==> config.mk <==
export PLATFORM = sky130hd
export DESIGN_NAME = pulp_soc
export DESIGN_NICKNAME = d
export VERILOG_FILES = /design/src/tlb_pkg.sv /design/src/cfg_pkg.sv /design/src/tlb_cfg_if.sv /design/src/pulp_soc.sv /design/src/cfg_xbar.sv /design/src/addr_tlb.sv /design/src/tlb_match.sv
export VERILOG_INCLUDE_DIRS = /design/src /design/src/src
export SDC_FILE = /design/constraint.sdc
export NUM_CORES = 2
export LEC_CHECK = 0
export BUFFER_PORTS_ARGS = -buffer_cell sky130_fd_sc_hd__buf_2
export CAP_MARGIN = 20
export CORE_MARGIN = 3
export CORE_UTILIZATION = 25
export DETAILED_ROUTE_END_ITERATION = 6
export PLACE_DENSITY = 0.51
export SETUP_SLACK_MARGIN = 0.3
export SKIP_LAST_GASP = 1
export SYNTH_ARGS = -nofsm -noshare
export SYNTH_HDL_FRONTEND = slang
export SYNTH_HIERARCHICAL = 1
export SYNTH_SLANG_ARGS = --single-unit
export TNS_END_PERCENT = 1
==> constraint.sdc <==
create_clock -name clk_i -period 11 [get_ports clk_i]
set_clock_uncertainty 0.05 [all_clocks]
set_input_delay 1.1 -clock clk_i [delete_from_list [all_inputs] [get_ports clk_i]]
set_output_delay 1.1 -clock clk_i [all_outputs]
set_load 0.02 [all_outputs]
==> src/pulp_consts.svh <==
// ****************************************
// remapping address block constants
// widths, page geometry, config windows
// and per-direction entry counts
// ****************************************

`ifndef PULP_CONSTS_SVH
`define PULP_CONSTS_SVH

// bus widths
`define PULP_ADDR_W 32
`define PULP_CFG_DW 32

// 4 KiB pages
`define PULP_PAGE_OFS_W 12

// config offsets only use the low 16 address bits
`define PULP_CFG_OFS_MASK 32'h0000_FFFF

// host-to-pulp window base, also the size of each window
`define PULP_H2P_WINDOW 32'h0000_1000

`define PULP_P2H_ENTRIES 8
`define PULP_H2P_ENTRIES 4

`endif
==> src/tlb_pkg.sv <==
// ****************************************
// translation-side types of the RAB
// addresses split into page and offset
// ****************************************

`include "pulp_consts.svh"

package tlb_pkg;

  // full address before or after translation
  typedef logic [`PULP_ADDR_W-1:0] addr_t;

  // page number, upper address bits
  typedef logic [`PULP_ADDR_W-`PULP_PAGE_OFS_W-1:0] page_t;

  // offset inside a page, passes through untouched
  typedef logic [`PULP_PAGE_OFS_W-1:0] ofs_t;

endpackage

==> src/cfg_pkg.sv <==
// ****************************************
// configuration-side types of the RAB
// ****************************************

`include "pulp_consts.svh"

package cfg_pkg;

  typedef logic [`PULP_ADDR_W-1:0] cfg_addr_t;
  typedef logic [`PULP_CFG_DW-1:0] cfg_data_t;

  // entry index, offset bits 11:4
  typedef logic [`PULP_PAGE_OFS_W-5:0] cfg_idx_t;

  // entry field, offset bits 3:2
  typedef enum logic [1:0] {
    FIRST_PAGE = 2'd0,
    LAST_PAGE  = 2'd1,
    BASE_PAGE  = 2'd2,
    FLAGS      = 2'd3
  } cfg_field_e;

endpackage

==> src/tlb_cfg_if.sv <==
// ****************************************
// single config access from crossbar to
// one TLB, answered one cycle later
// ****************************************

interface tlb_cfg_if;

  // one-cycle request pulse and its payload
  logic                  req;
  logic                  write;
  cfg_pkg::cfg_idx_t     idx;
  cfg_pkg::cfg_field_e   field;
  cfg_pkg::cfg_data_t    wdata;

  // registered answer from the TLB
  cfg_pkg::cfg_data_t    rdata;
  // index beyond the entry count
  logic                  err;

  modport xbar (
    output req, write, idx, field, wdata,
    input  rdata, err
  );

  modport tlb (
    input  req, write, idx, field, wdata,
    output rdata, err
  );

endinterface

==> src/pulp_soc.sv <==
// ****************************************
// RAB top level of the host/accelerator
// SoC: config crossbar plus one TLB per
// translation direction
// ****************************************

`include "pulp_consts.svh"

module pulp_soc (
  input  logic               clk_i,
  input  logic               rst_n_i,

  // host configuration port
  input  logic               cfg_req_valid_i,
  output logic               cfg_req_ready_o,
  input  logic               cfg_req_write_i,
  input  cfg_pkg::cfg_addr_t cfg_req_addr_i,
  input  cfg_pkg::cfg_data_t cfg_req_wdata_i,
  output logic               cfg_resp_valid_o,
  output cfg_pkg::cfg_data_t cfg_resp_rdata_o,
  output logic               cfg_resp_err_o,

  // host to pulp
  input  logic               h2p_valid_i,
  input  tlb_pkg::addr_t     h2p_addr_i,
  output logic               h2p_valid_o,
  output tlb_pkg::addr_t     h2p_addr_o,
  output logic               h2p_hit_o,

  // pulp to host
  input  logic               p2h_valid_i,
  input  tlb_pkg::addr_t     p2h_addr_i,
  output logic               p2h_valid_o,
  output tlb_pkg::addr_t     p2h_addr_o,
  output logic               p2h_hit_o,

  // miss interrupts
  output logic               rab_from_host_miss_irq_o,
  output logic               rab_from_pulp_miss_irq_o
);

  tlb_cfg_if p2h_cfg ();
  tlb_cfg_if h2p_cfg ();

  cfg_xbar i_cfg_xbar (
    .clk_i            (clk_i),
    .rst_n_i          (rst_n_i),
    .cfg_req_valid_i  (cfg_req_valid_i),
    .cfg_req_ready_o  (cfg_req_ready_o),
    .cfg_req_write_i  (cfg_req_write_i),
    .cfg_req_addr_i   (cfg_req_addr_i),
    .cfg_req_wdata_i  (cfg_req_wdata_i),
    .cfg_resp_valid_o (cfg_resp_valid_o),
    .cfg_resp_rdata_o (cfg_resp_rdata_o),
    .cfg_resp_err_o   (cfg_resp_err_o),
    .p2h_cfg          (p2h_cfg),
    .h2p_cfg          (h2p_cfg)
  );

  // offsets 0x0000 to 0x0fff
  addr_tlb #(
    .NUM_ENTRIES (`PULP_P2H_ENTRIES)
  ) i_p2h_tlb (
    .clk_i      (clk_i),
    .rst_n_i    (rst_n_i),
    .cfg        (p2h_cfg),
    .valid_i    (p2h_valid_i),
    .addr_i     (p2h_addr_i),
    .valid_o    (p2h_valid_o),
    .addr_o     (p2h_addr_o),
    .hit_o      (p2h_hit_o),
    .miss_irq_o (rab_from_pulp_miss_irq_o)
  );

  // offsets 0x1000 to 0x1fff
  addr_tlb #(
    .NUM_ENTRIES (`PULP_H2P_ENTRIES)
  ) i_h2p_tlb (
    .clk_i      (clk_i),
    .rst_n_i    (rst_n_i),
    .cfg        (h2p_cfg),
    .valid_i    (h2p_valid_i),
    .addr_i     (h2p_addr_i),
    .valid_o    (h2p_valid_o),
    .addr_o     (h2p_addr_o),
    .hit_o      (h2p_hit_o),
    .miss_irq_o (rab_from_host_miss_irq_o)
  );

endmodule

==> src/cfg_xbar.sv <==
// ****************************************
// configuration crossbar of the RAB
// masks and decodes host accesses, routes
// them to one TLB, one access in flight
// ****************************************

`include "pulp_consts.svh"

module cfg_xbar (
  input  logic               clk_i,
  input  logic               rst_n_i,
  input  logic               cfg_req_valid_i,
  output logic               cfg_req_ready_o,
  input  logic               cfg_req_write_i,
  input  cfg_pkg::cfg_addr_t cfg_req_addr_i,
  input  cfg_pkg::cfg_data_t cfg_req_wdata_i,
  output logic               cfg_resp_valid_o,
  output cfg_pkg::cfg_data_t cfg_resp_rdata_o,
  output logic               cfg_resp_err_o,
  tlb_cfg_if.xbar            p2h_cfg,
  tlb_cfg_if.xbar            h2p_cfg
);

  cfg_pkg::cfg_addr_t  ofs;
  logic                accept;
  logic                sel_p2h;
  logic                sel_h2p;

  logic                ready_q;
  logic                s1_valid_q;
  logic                s1_p2h_q;
  logic                s1_h2p_q;
  logic                s2_valid_q;
  logic                s2_p2h_q;
  logic                s2_h2p_q;

  logic                write_q;
  cfg_pkg::cfg_idx_t   idx_q;
  cfg_pkg::cfg_field_e field_q;
  cfg_pkg::cfg_data_t  wdata_q;

  assign accept = cfg_req_valid_i & ready_q;

  // upper 16 bits ignored
  assign ofs     = cfg_req_addr_i & `PULP_CFG_OFS_MASK;
  assign sel_p2h = ofs < `PULP_H2P_WINDOW;
  assign sel_h2p = !sel_p2h && (ofs < 2 * `PULP_H2P_WINDOW);

  always_ff @(posedge clk_i or negedge rst_n_i) begin
    if (!rst_n_i) begin
      ready_q    <= 1'b1;
      s1_valid_q <= 1'b0;
      s1_p2h_q   <= 1'b0;
      s1_h2p_q   <= 1'b0;
      s2_valid_q <= 1'b0;
      s2_p2h_q   <= 1'b0;
      s2_h2p_q   <= 1'b0;
    end else begin
      s1_valid_q <= accept;
      s2_valid_q <= s1_valid_q;
      s2_p2h_q   <= s1_p2h_q;
      s2_h2p_q   <= s1_h2p_q;
      if (accept) begin
        ready_q  <= 1'b0;
        s1_p2h_q <= sel_p2h;
        s1_h2p_q <= sel_h2p;
      end else if (s1_valid_q) begin
        // free again once the TLB has the request
        ready_q <= 1'b1;
      end
    end
  end

  // request payload, shared by both TLB ports
  always_ff @(posedge clk_i) begin
    if (accept) begin
      write_q <= cfg_req_write_i;
      idx_q   <= ofs[`PULP_PAGE_OFS_W-1:4];
      field_q <= cfg_pkg::cfg_field_e'(ofs[3:2]);
      wdata_q <= cfg_req_wdata_i;
    end
  end

  assign p2h_cfg.req   = s1_valid_q & s1_p2h_q;
  assign p2h_cfg.write = write_q;
  assign p2h_cfg.idx   = idx_q;
  assign p2h_cfg.field = field_q;
  assign p2h_cfg.wdata = wdata_q;

  assign h2p_cfg.req   = s1_valid_q & s1_h2p_q;
  assign h2p_cfg.write = write_q;
  assign h2p_cfg.idx   = idx_q;
  assign h2p_cfg.field = field_q;
  assign h2p_cfg.wdata = wdata_q;

  assign cfg_req_ready_o  = ready_q;
  assign cfg_resp_valid_o = s2_valid_q;

  // merge TLB answer, no window selected means decode error
  always_comb begin
    cfg_resp_rdata_o = '0;
    cfg_resp_err_o   = 1'b1;
    if (s2_p2h_q) begin
      cfg_resp_rdata_o = p2h_cfg.rdata;
      cfg_resp_err_o   = p2h_cfg.err;
    end else if (s2_h2p_q) begin
      cfg_resp_rdata_o = h2p_cfg.rdata;
      cfg_resp_err_o   = h2p_cfg.err;
    end
  end

endmodule

==> src/addr_tlb.sv <==
// ****************************************
// address TLB for one RAB direction
// entry storage, config access and a
// registered one-cycle translation
// ****************************************

`include "pulp_consts.svh"

module addr_tlb #(
  parameter int unsigned NUM_ENTRIES = 4
) (
  input  logic           clk_i,
  input  logic           rst_n_i,
  tlb_cfg_if.tlb         cfg,
  input  logic           valid_i,
  input  tlb_pkg::addr_t addr_i,
  output logic           valid_o,
  output tlb_pkg::addr_t addr_o,
  output logic           hit_o,
  output logic           miss_irq_o
);

  // one extra bit so 256 entries still compare
  localparam logic [8:0] ENTRY_LIMIT = 9'(NUM_ENTRIES);

  tlb_pkg::page_t [NUM_ENTRIES-1:0] first_q;
  tlb_pkg::page_t [NUM_ENTRIES-1:0] last_q;
  tlb_pkg::page_t [NUM_ENTRIES-1:0] base_q;
  logic [NUM_ENTRIES-1:0]           valid_q;

  logic                idx_ok;
  cfg_pkg::cfg_data_t  read_word;
  cfg_pkg::cfg_data_t  rdata_q;
  logic                err_q;

  tlb_pkg::page_t      in_page;
  tlb_pkg::ofs_t       in_ofs;
  tlb_pkg::page_t      out_page;
  logic                match_hit;
  tlb_pkg::addr_t      addr_q;

  assign idx_ok = {1'b0, cfg.idx} < ENTRY_LIMIT;

  // unwritten fields read back as zero
  always_ff @(posedge clk_i or negedge rst_n_i) begin
    if (!rst_n_i) begin
      first_q <= '0;
      last_q  <= '0;
      base_q  <= '0;
      valid_q <= '0;
    end else if (cfg.req && cfg.write && idx_ok) begin
      for (int unsigned i = 0; i < NUM_ENTRIES; i++) begin
        if (cfg.idx == cfg_pkg::cfg_idx_t'(i)) begin
          case (cfg.field)
            cfg_pkg::FIRST_PAGE: first_q[i] <= tlb_pkg::page_t'(cfg.wdata);
            cfg_pkg::LAST_PAGE:  last_q[i]  <= tlb_pkg::page_t'(cfg.wdata);
            cfg_pkg::BASE_PAGE:  base_q[i]  <= tlb_pkg::page_t'(cfg.wdata);
            cfg_pkg::FLAGS:      valid_q[i] <= cfg.wdata[0];
          endcase
        end
      end
    end
  end

  always_comb begin
    read_word = '0;
    for (int unsigned i = 0; i < NUM_ENTRIES; i++) begin
      if (cfg.idx == cfg_pkg::cfg_idx_t'(i)) begin
        case (cfg.field)
          cfg_pkg::FIRST_PAGE: read_word = cfg_pkg::cfg_data_t'(first_q[i]);
          cfg_pkg::LAST_PAGE:  read_word = cfg_pkg::cfg_data_t'(last_q[i]);
          cfg_pkg::BASE_PAGE:  read_word = cfg_pkg::cfg_data_t'(base_q[i]);
          cfg_pkg::FLAGS:      read_word = cfg_pkg::cfg_data_t'(valid_q[i]);
        endcase
      end
    end
  end

  // answer one cycle after req, zero data on writes and errors
  always_ff @(posedge clk_i or negedge rst_n_i) begin
    if (!rst_n_i) begin
      err_q <= 1'b0;
    end else if (cfg.req) begin
      err_q <= !idx_ok;
    end
  end

  always_ff @(posedge clk_i) begin
    if (cfg.req) begin
      rdata_q <= (idx_ok && !cfg.write) ? read_word : '0;
    end
  end

  assign cfg.rdata = rdata_q;
  assign cfg.err   = err_q;

  assign in_page = addr_i[`PULP_ADDR_W-1:`PULP_PAGE_OFS_W];
  assign in_ofs  = addr_i[`PULP_PAGE_OFS_W-1:0];

  tlb_match #(
    .NUM_ENTRIES (NUM_ENTRIES)
  ) i_match (
    .page_i  (in_page),
    .first_i (first_q),
    .last_i  (last_q),
    .base_i  (base_q),
    .valid_i (valid_q),
    .hit_o   (match_hit),
    .page_o  (out_page)
  );

  always_ff @(posedge clk_i or negedge rst_n_i) begin
    if (!rst_n_i) begin
      valid_o    <= 1'b0;
      hit_o      <= 1'b0;
      miss_irq_o <= 1'b0;
    end else begin
      valid_o    <= valid_i;
      hit_o      <= valid_i & match_hit;
      miss_irq_o <= valid_i & !match_hit;
    end
  end

  // miss leaves the address at zero
  always_ff @(posedge clk_i) begin
    addr_q <= match_hit ? {out_page, in_ofs} : '0;
  end

  assign addr_o = addr_q;

endmodule

==> src/tlb_match.sv <==
// ****************************************
// TLB range compare over all entries
// lowest matching index gives the page
// ****************************************

module tlb_match #(
  parameter int unsigned NUM_ENTRIES = 4
) (
  input  tlb_pkg::page_t                   page_i,
  input  tlb_pkg::page_t [NUM_ENTRIES-1:0] first_i,
  input  tlb_pkg::page_t [NUM_ENTRIES-1:0] last_i,
  input  tlb_pkg::page_t [NUM_ENTRIES-1:0] base_i,
  input  logic [NUM_ENTRIES-1:0]           valid_i,
  output logic                             hit_o,
  output tlb_pkg::page_t                   page_o
);

  logic [NUM_ENTRIES-1:0] match;

  // inclusive page range per entry
  for (genvar i = 0; i < NUM_ENTRIES; i++) begin : gen_cmp
    assign match[i] = valid_i[i] && (page_i >= first_i[i]) && (page_i <= last_i[i]);
  end

  always_comb begin
    hit_o  = 1'b0;
    page_o = '0;
    for (int unsigned i = 0; i < NUM_ENTRIES; i++) begin
      if (match[i] && !hit_o) begin
        hit_o  = 1'b1;
        // relative page inside the range, rebased
        page_o = base_i[i] + (page_i - first_i[i]);
      end
    end
  end

endmodule

Word-level counts from Yosys, hierarchy flattened
Cells that the tools add are included.

word-level totals
  flip-flop bits (word level) = 906
  bits of input ports = 134
  output and inout bits = 105
  word-level logic and storage cells = 302

operators by class
  add/sub/neg operators = 24
  $lt $le $gt $ge = 28
  equality and inequality tests = 10
  mux-type cells = 54
  bitwise logic cells = 7
  reductions and logical operators = 108

operators by type and width
  kind                  number
  $pmux 32 s4           12
  $mux 32               14
  $add 20x20->20        12
  $ge 20x20->1          12
  $le 20x20->1          12
  $mux 20               12
  $sub 20x20->20        12
  $reduce_and 3->1      48
  $logic_and 1x1->1     41
  $eq 8x3->1 const B    4
  $eq 8x2->1 const B    2
  $logic_not 1->1       16
  $lt 16x13->1 const B  1
  $lt 16x14->1 const B  1
  $mux 1                16
  $eq 8x1->1 const B    1
  $logic_not 8->1       1
  $lt 8x3->1 const B    1
  $lt 8x4->1 const B    1
  $and 1x1->1           7
  $eq 2x2->1 const B    2
  $eq 2x1->1 const B    1
  $logic_not 2->1       1
  $reduce_bool 2->1     1

Depth between registers and ports, before layout
  depth in word-level cells = 27
  gate-level depth with buffers = 18

Cells and area by module
Netlist, hierarchy kept.

by module, submodules not included
  module                         times used  cells each  area each (um^2)
  addr_tlb (i_p2h_tlb)           1           1,955       24,865.1
  tlb_match (i_p2h_tlb.i_match)  1           2,772       20,297.0
  addr_tlb (i_h2p_tlb)           1           952         13,254.0
  tlb_match (i_h2p_tlb.i_match)  1           1,387       10,216.0
  cfg_xbar                       1           148         2,239.6

Worst setup path after synthesis
No wires, ideal clock.

  path type = input port to flip-flop
  from = input port p2h_addr_i[20]
  to = register i_p2h_tlb.addr_q[31], in the netlist i_p2h_tlb/addr_o[31]
  arrival = 4,527 ps
  required time = 10,835 ps
  path slack = 6,308 ps
  stages = 16
  cell sequence = inv_1 > fa_1 > inv_1 > ha_1 > a21o_1 > a21oi_1 > o21a_1 > o21ai_1 > o22ai_1 > o21ai_1 > or4_1 > and4_1 > a2111oi_0 > o2111a_1 > a22oi_1 > and2_1

on the way
  cells in the longest elaborated chain, start to end = 25

ends and longest elaborated chain
  item                             RTL line         source
  start, declared                  pulp_soc.sv:32   input tlb_pkg::addr_t p2h_addr_i,
  $ge 20x20->1                     tlb_match.sv:22  assign match[i] = valid_i[i] && (page_i >= first_i[i]) && (page_i <= last_i[i]);
  $logic_and 1x1->1 (2 in series)  tlb_match.sv:22
  $mux 1                           tlb_match.sv:29  if (match[i] && !hit_o) begin
  $logic_not 1->1                  tlb_match.sv:29
  $logic_and 1x1->1                tlb_match.sv:29
  $mux 1                           tlb_match.sv:29
  $logic_not 1->1                  tlb_match.sv:29
  $logic_and 1x1->1                tlb_match.sv:29
  [... 9 more ...]                 -
  $mux 1                           tlb_match.sv:29
  $logic_not 1->1                  tlb_match.sv:29
  $logic_and 1x1->1                tlb_match.sv:29
  $mux 1                           tlb_match.sv:29
  $logic_not 1->1                  tlb_match.sv:29
  $logic_and 1x1->1                tlb_match.sv:29
  $mux 20 *                        tlb_match.sv:29
  net i_p2h_tlb.out_page[19]       addr_tlb.sv:38   tlb_pkg::page_t out_page;
  end signal, assigned             addr_tlb.sv:126  addr_q <= match_hit ? {out_page, in_ofs} : '0;
  end, declared                    addr_tlb.sv:40   tlb_pkg::addr_t addr_q;

Mark *: on every way through the listed nets, which the timed path passes. The rest lies on a longest branch.
A chain may end at the register's enable or synchronous reset.

Worst setup path after layout
  from = input port p2h_addr_i[16]
  to = register i_p2h_tlb.addr_q[31], in the netlist i_p2h_tlb/addr_o[31]

The elaborated chain is that of the path after synthesis.

==> results.md <==
* Outcome: finished with violations
* Failing checks: DRC
* Io pins at 239
* Hold Vio Cnt, Final at 0
* Max Root-Sink Buffers at 3
* DRT Pass-1 Iters at 7
* Arrival time worst endpoint at 6650 ps
* Post-CTS Repair Setup Buffers at 0
* Avg WL per Cell at 23.8 µm
* Core ar. at 280000 µm²
* Leakage at 35.8 nW
* First-pass GRT wire length at 382 mm
* R2r startpoint: i_p2h_tlb/first_q[9]
* FF-to-FF setup slack at 5620 ps
* Nets at between 8000 and 9000
* Placed standard-cell area at 75500 µm²
* Data required time of the worst path at around 12000 ps
* Clock sinks at 882
* Vias per cell at 5.02
* Slew HR at 17.8%
* Final worst-path cycle share at between 50 and 60%
* Area growth syn-to-layout at 12.6%
* Reg-to-reg endpoint: i_p2h_tlb/addr_o[27]
* Peak VDD IR at around 0.11 mV
* Post-CTS Resized at 0
* Die H at 537 µm
* Drt drc at 8
* Routability Congestion at 0.935
* TNS Setup at 0 ps
* CTS tree: yes
* Largest net degree at the start of global routing at 158
* Clk root buf: clkbuf_16
* Gate Count Post-Synth at 7190
* CTS Buf Count at 102
* Max Cap Viol at 0
* Routed WL at ~260 mm
* CP Class: in2reg
* Most frequent cells in the layout: inv_1 (1254), dfrtp_1 (745), mux2_2 (720), ha_1 (720), a21oi_1 (369)
* Die W at 537 µm
* Worst Hold Class: in2async
* Iter 0 DRT Violations at 4925
* Port Buffer Count at 196
* Final setup fails at 0
* Number of global-route vias before repair at roughly 56000
* Cell row count at 194
* Inst Count DP at 10896
* Routed vias at 55758
* Detail Placement HPWL at 197 mm
* Worst Setup End Kind: flop
* Peak fanout along the critical path at 17
* Final core utilization at 28.3%
* Starting Density at 25.2%
* Min Tclk post-route at between 6000 and 7000 ps
* RSZ-0062 raised after global routing: no
* Pins over their slew limit at 0
* Startpoint type of the worst setup path: input port
* Worst slew pin tran at 1230 ps
* CTS hold repair buffers at 0
* Reg clk slew, reported paths at 70 ps
* Final Hold Slack at ~360 ps
* DIE AREA at a little under 300000 µm²
* Share of cells above drive strength 1 at 18.4%
* Most common cell after layout, fill and taps aside: inv_1
* Peak Freq at 164 MHz
* GRT Total Usage at 17.9%
* Clk_lat worst skew at approximately 740 ps
* Total congestion overflow at 0
* Synth warn at 6
* Mapped Area at 70400 µm²
* Final Cell Area at 79300 µm²
* Register-to-Register Path Depth at 14
* P per Cell Area at about 100 nW/µm²
* Detail Route Antenna Nets at 0
* Mean area per synthesized cell at 9.79 µm²
* H-tree Lvls at 3
* Initial antenna violation count at 22
* Post-Layout Cell Count at 11105
## layout make-up
cell class              count  area [µm²]
diodes                     10        25.0
clock buffers             138        2950
clock inverters            55         704
fillers                 29472      201000
inverters                1258        4720
multi-input cells        4714       42000
flip-flops and latches    882       22100
well taps                3724        4660
repair buffers            324        2100
## critical path: stages
cell       delay, ps
buf_2            610
inv_1            580
fa_1             720
inv_1             50
ha_1             230
nor3_1           280
o2111ai_1        390
nand3_1          290
o21ai_1          150
o22ai_1          280
o21ai_1          160
or4_1            480
and4_1           210
a2111oi_0        440
buf_4            220
o2111a_1         180
a22oi_1           70
and2_1           170
## state kept, by name, indices dropped and copies added, names as in the netlist, 2 cells and up
signal	cells
i_p2h_tlb/last_q	160
i_p2h_tlb/cfg.rdata	20
i_p2h_tlb/base_q	160
i_p2h_tlb/addr_o	32
i_p2h_tlb/valid_q	8
i_h2p_tlb/valid_q	4
i_cfg_xbar/h2p_cfg.wdata	20
i_h2p_tlb/first_q	80
i_h2p_tlb/cfg.rdata	20
i_p2h_tlb/first_q	160
i_h2p_tlb/addr_o	32
i_h2p_tlb/base_q	80
i_cfg_xbar/h2p_cfg.idx	8
i_h2p_tlb/last_q	80
i_cfg_xbar/h2p_cfg.field	2
## where the power goes
part	internal, mW	switching (mW)	total [mW]
clock network	2.22	1.58	3.79
registers	3.27	0.000177	3.27
logic	0.431	0.730	1.16
## per-stage QoR
stage,power [mW],setup slack [ps]
after global routing,8.57,4680
final,8.23,4920
after floorplan,4.08,6310
after detailed placement,4.48,4230
after global placement,4.47,4310
after CTS,8.31,5010
## worst max-delay path by stage
| stage | start | end | slack [ps] | cells after the start |
|---|---|---|---|---|
| finish | p2h_addr_i[16] | i_p2h_tlb/addr_o[31] | 4920 | 18 |
| global route | p2h_addr_i[13] | i_p2h_tlb/addr_o[29] | 4680 | 16 |
| CTS | p2h_addr_i[16] | i_p2h_tlb/addr_o[31] | 5010 | 18 |
| detailed placement | p2h_addr_i[16] | i_p2h_tlb/addr_o[31] | 4230 | 18 |
| global placement | p2h_addr_i[16] | i_p2h_tlb/addr_o[31] | 4310 | 18 |
| floorplan | p2h_addr_i[20] | i_p2h_tlb/addr_o[31] | 6310 | 16 |
## per-layer routing
metal / GRT usage [%] / part of all wire (%) / up-vias
met5: 0 / 0.016 / -
met3: 2.81 / 7.1 / 403
met1: 24.9 / 45 / 28175
met2: 28.4 / 45 / 2063
li1: - / - / 25111
met4: 5.30 / 3.3 / 6
(Power assumes the default switching activity.)
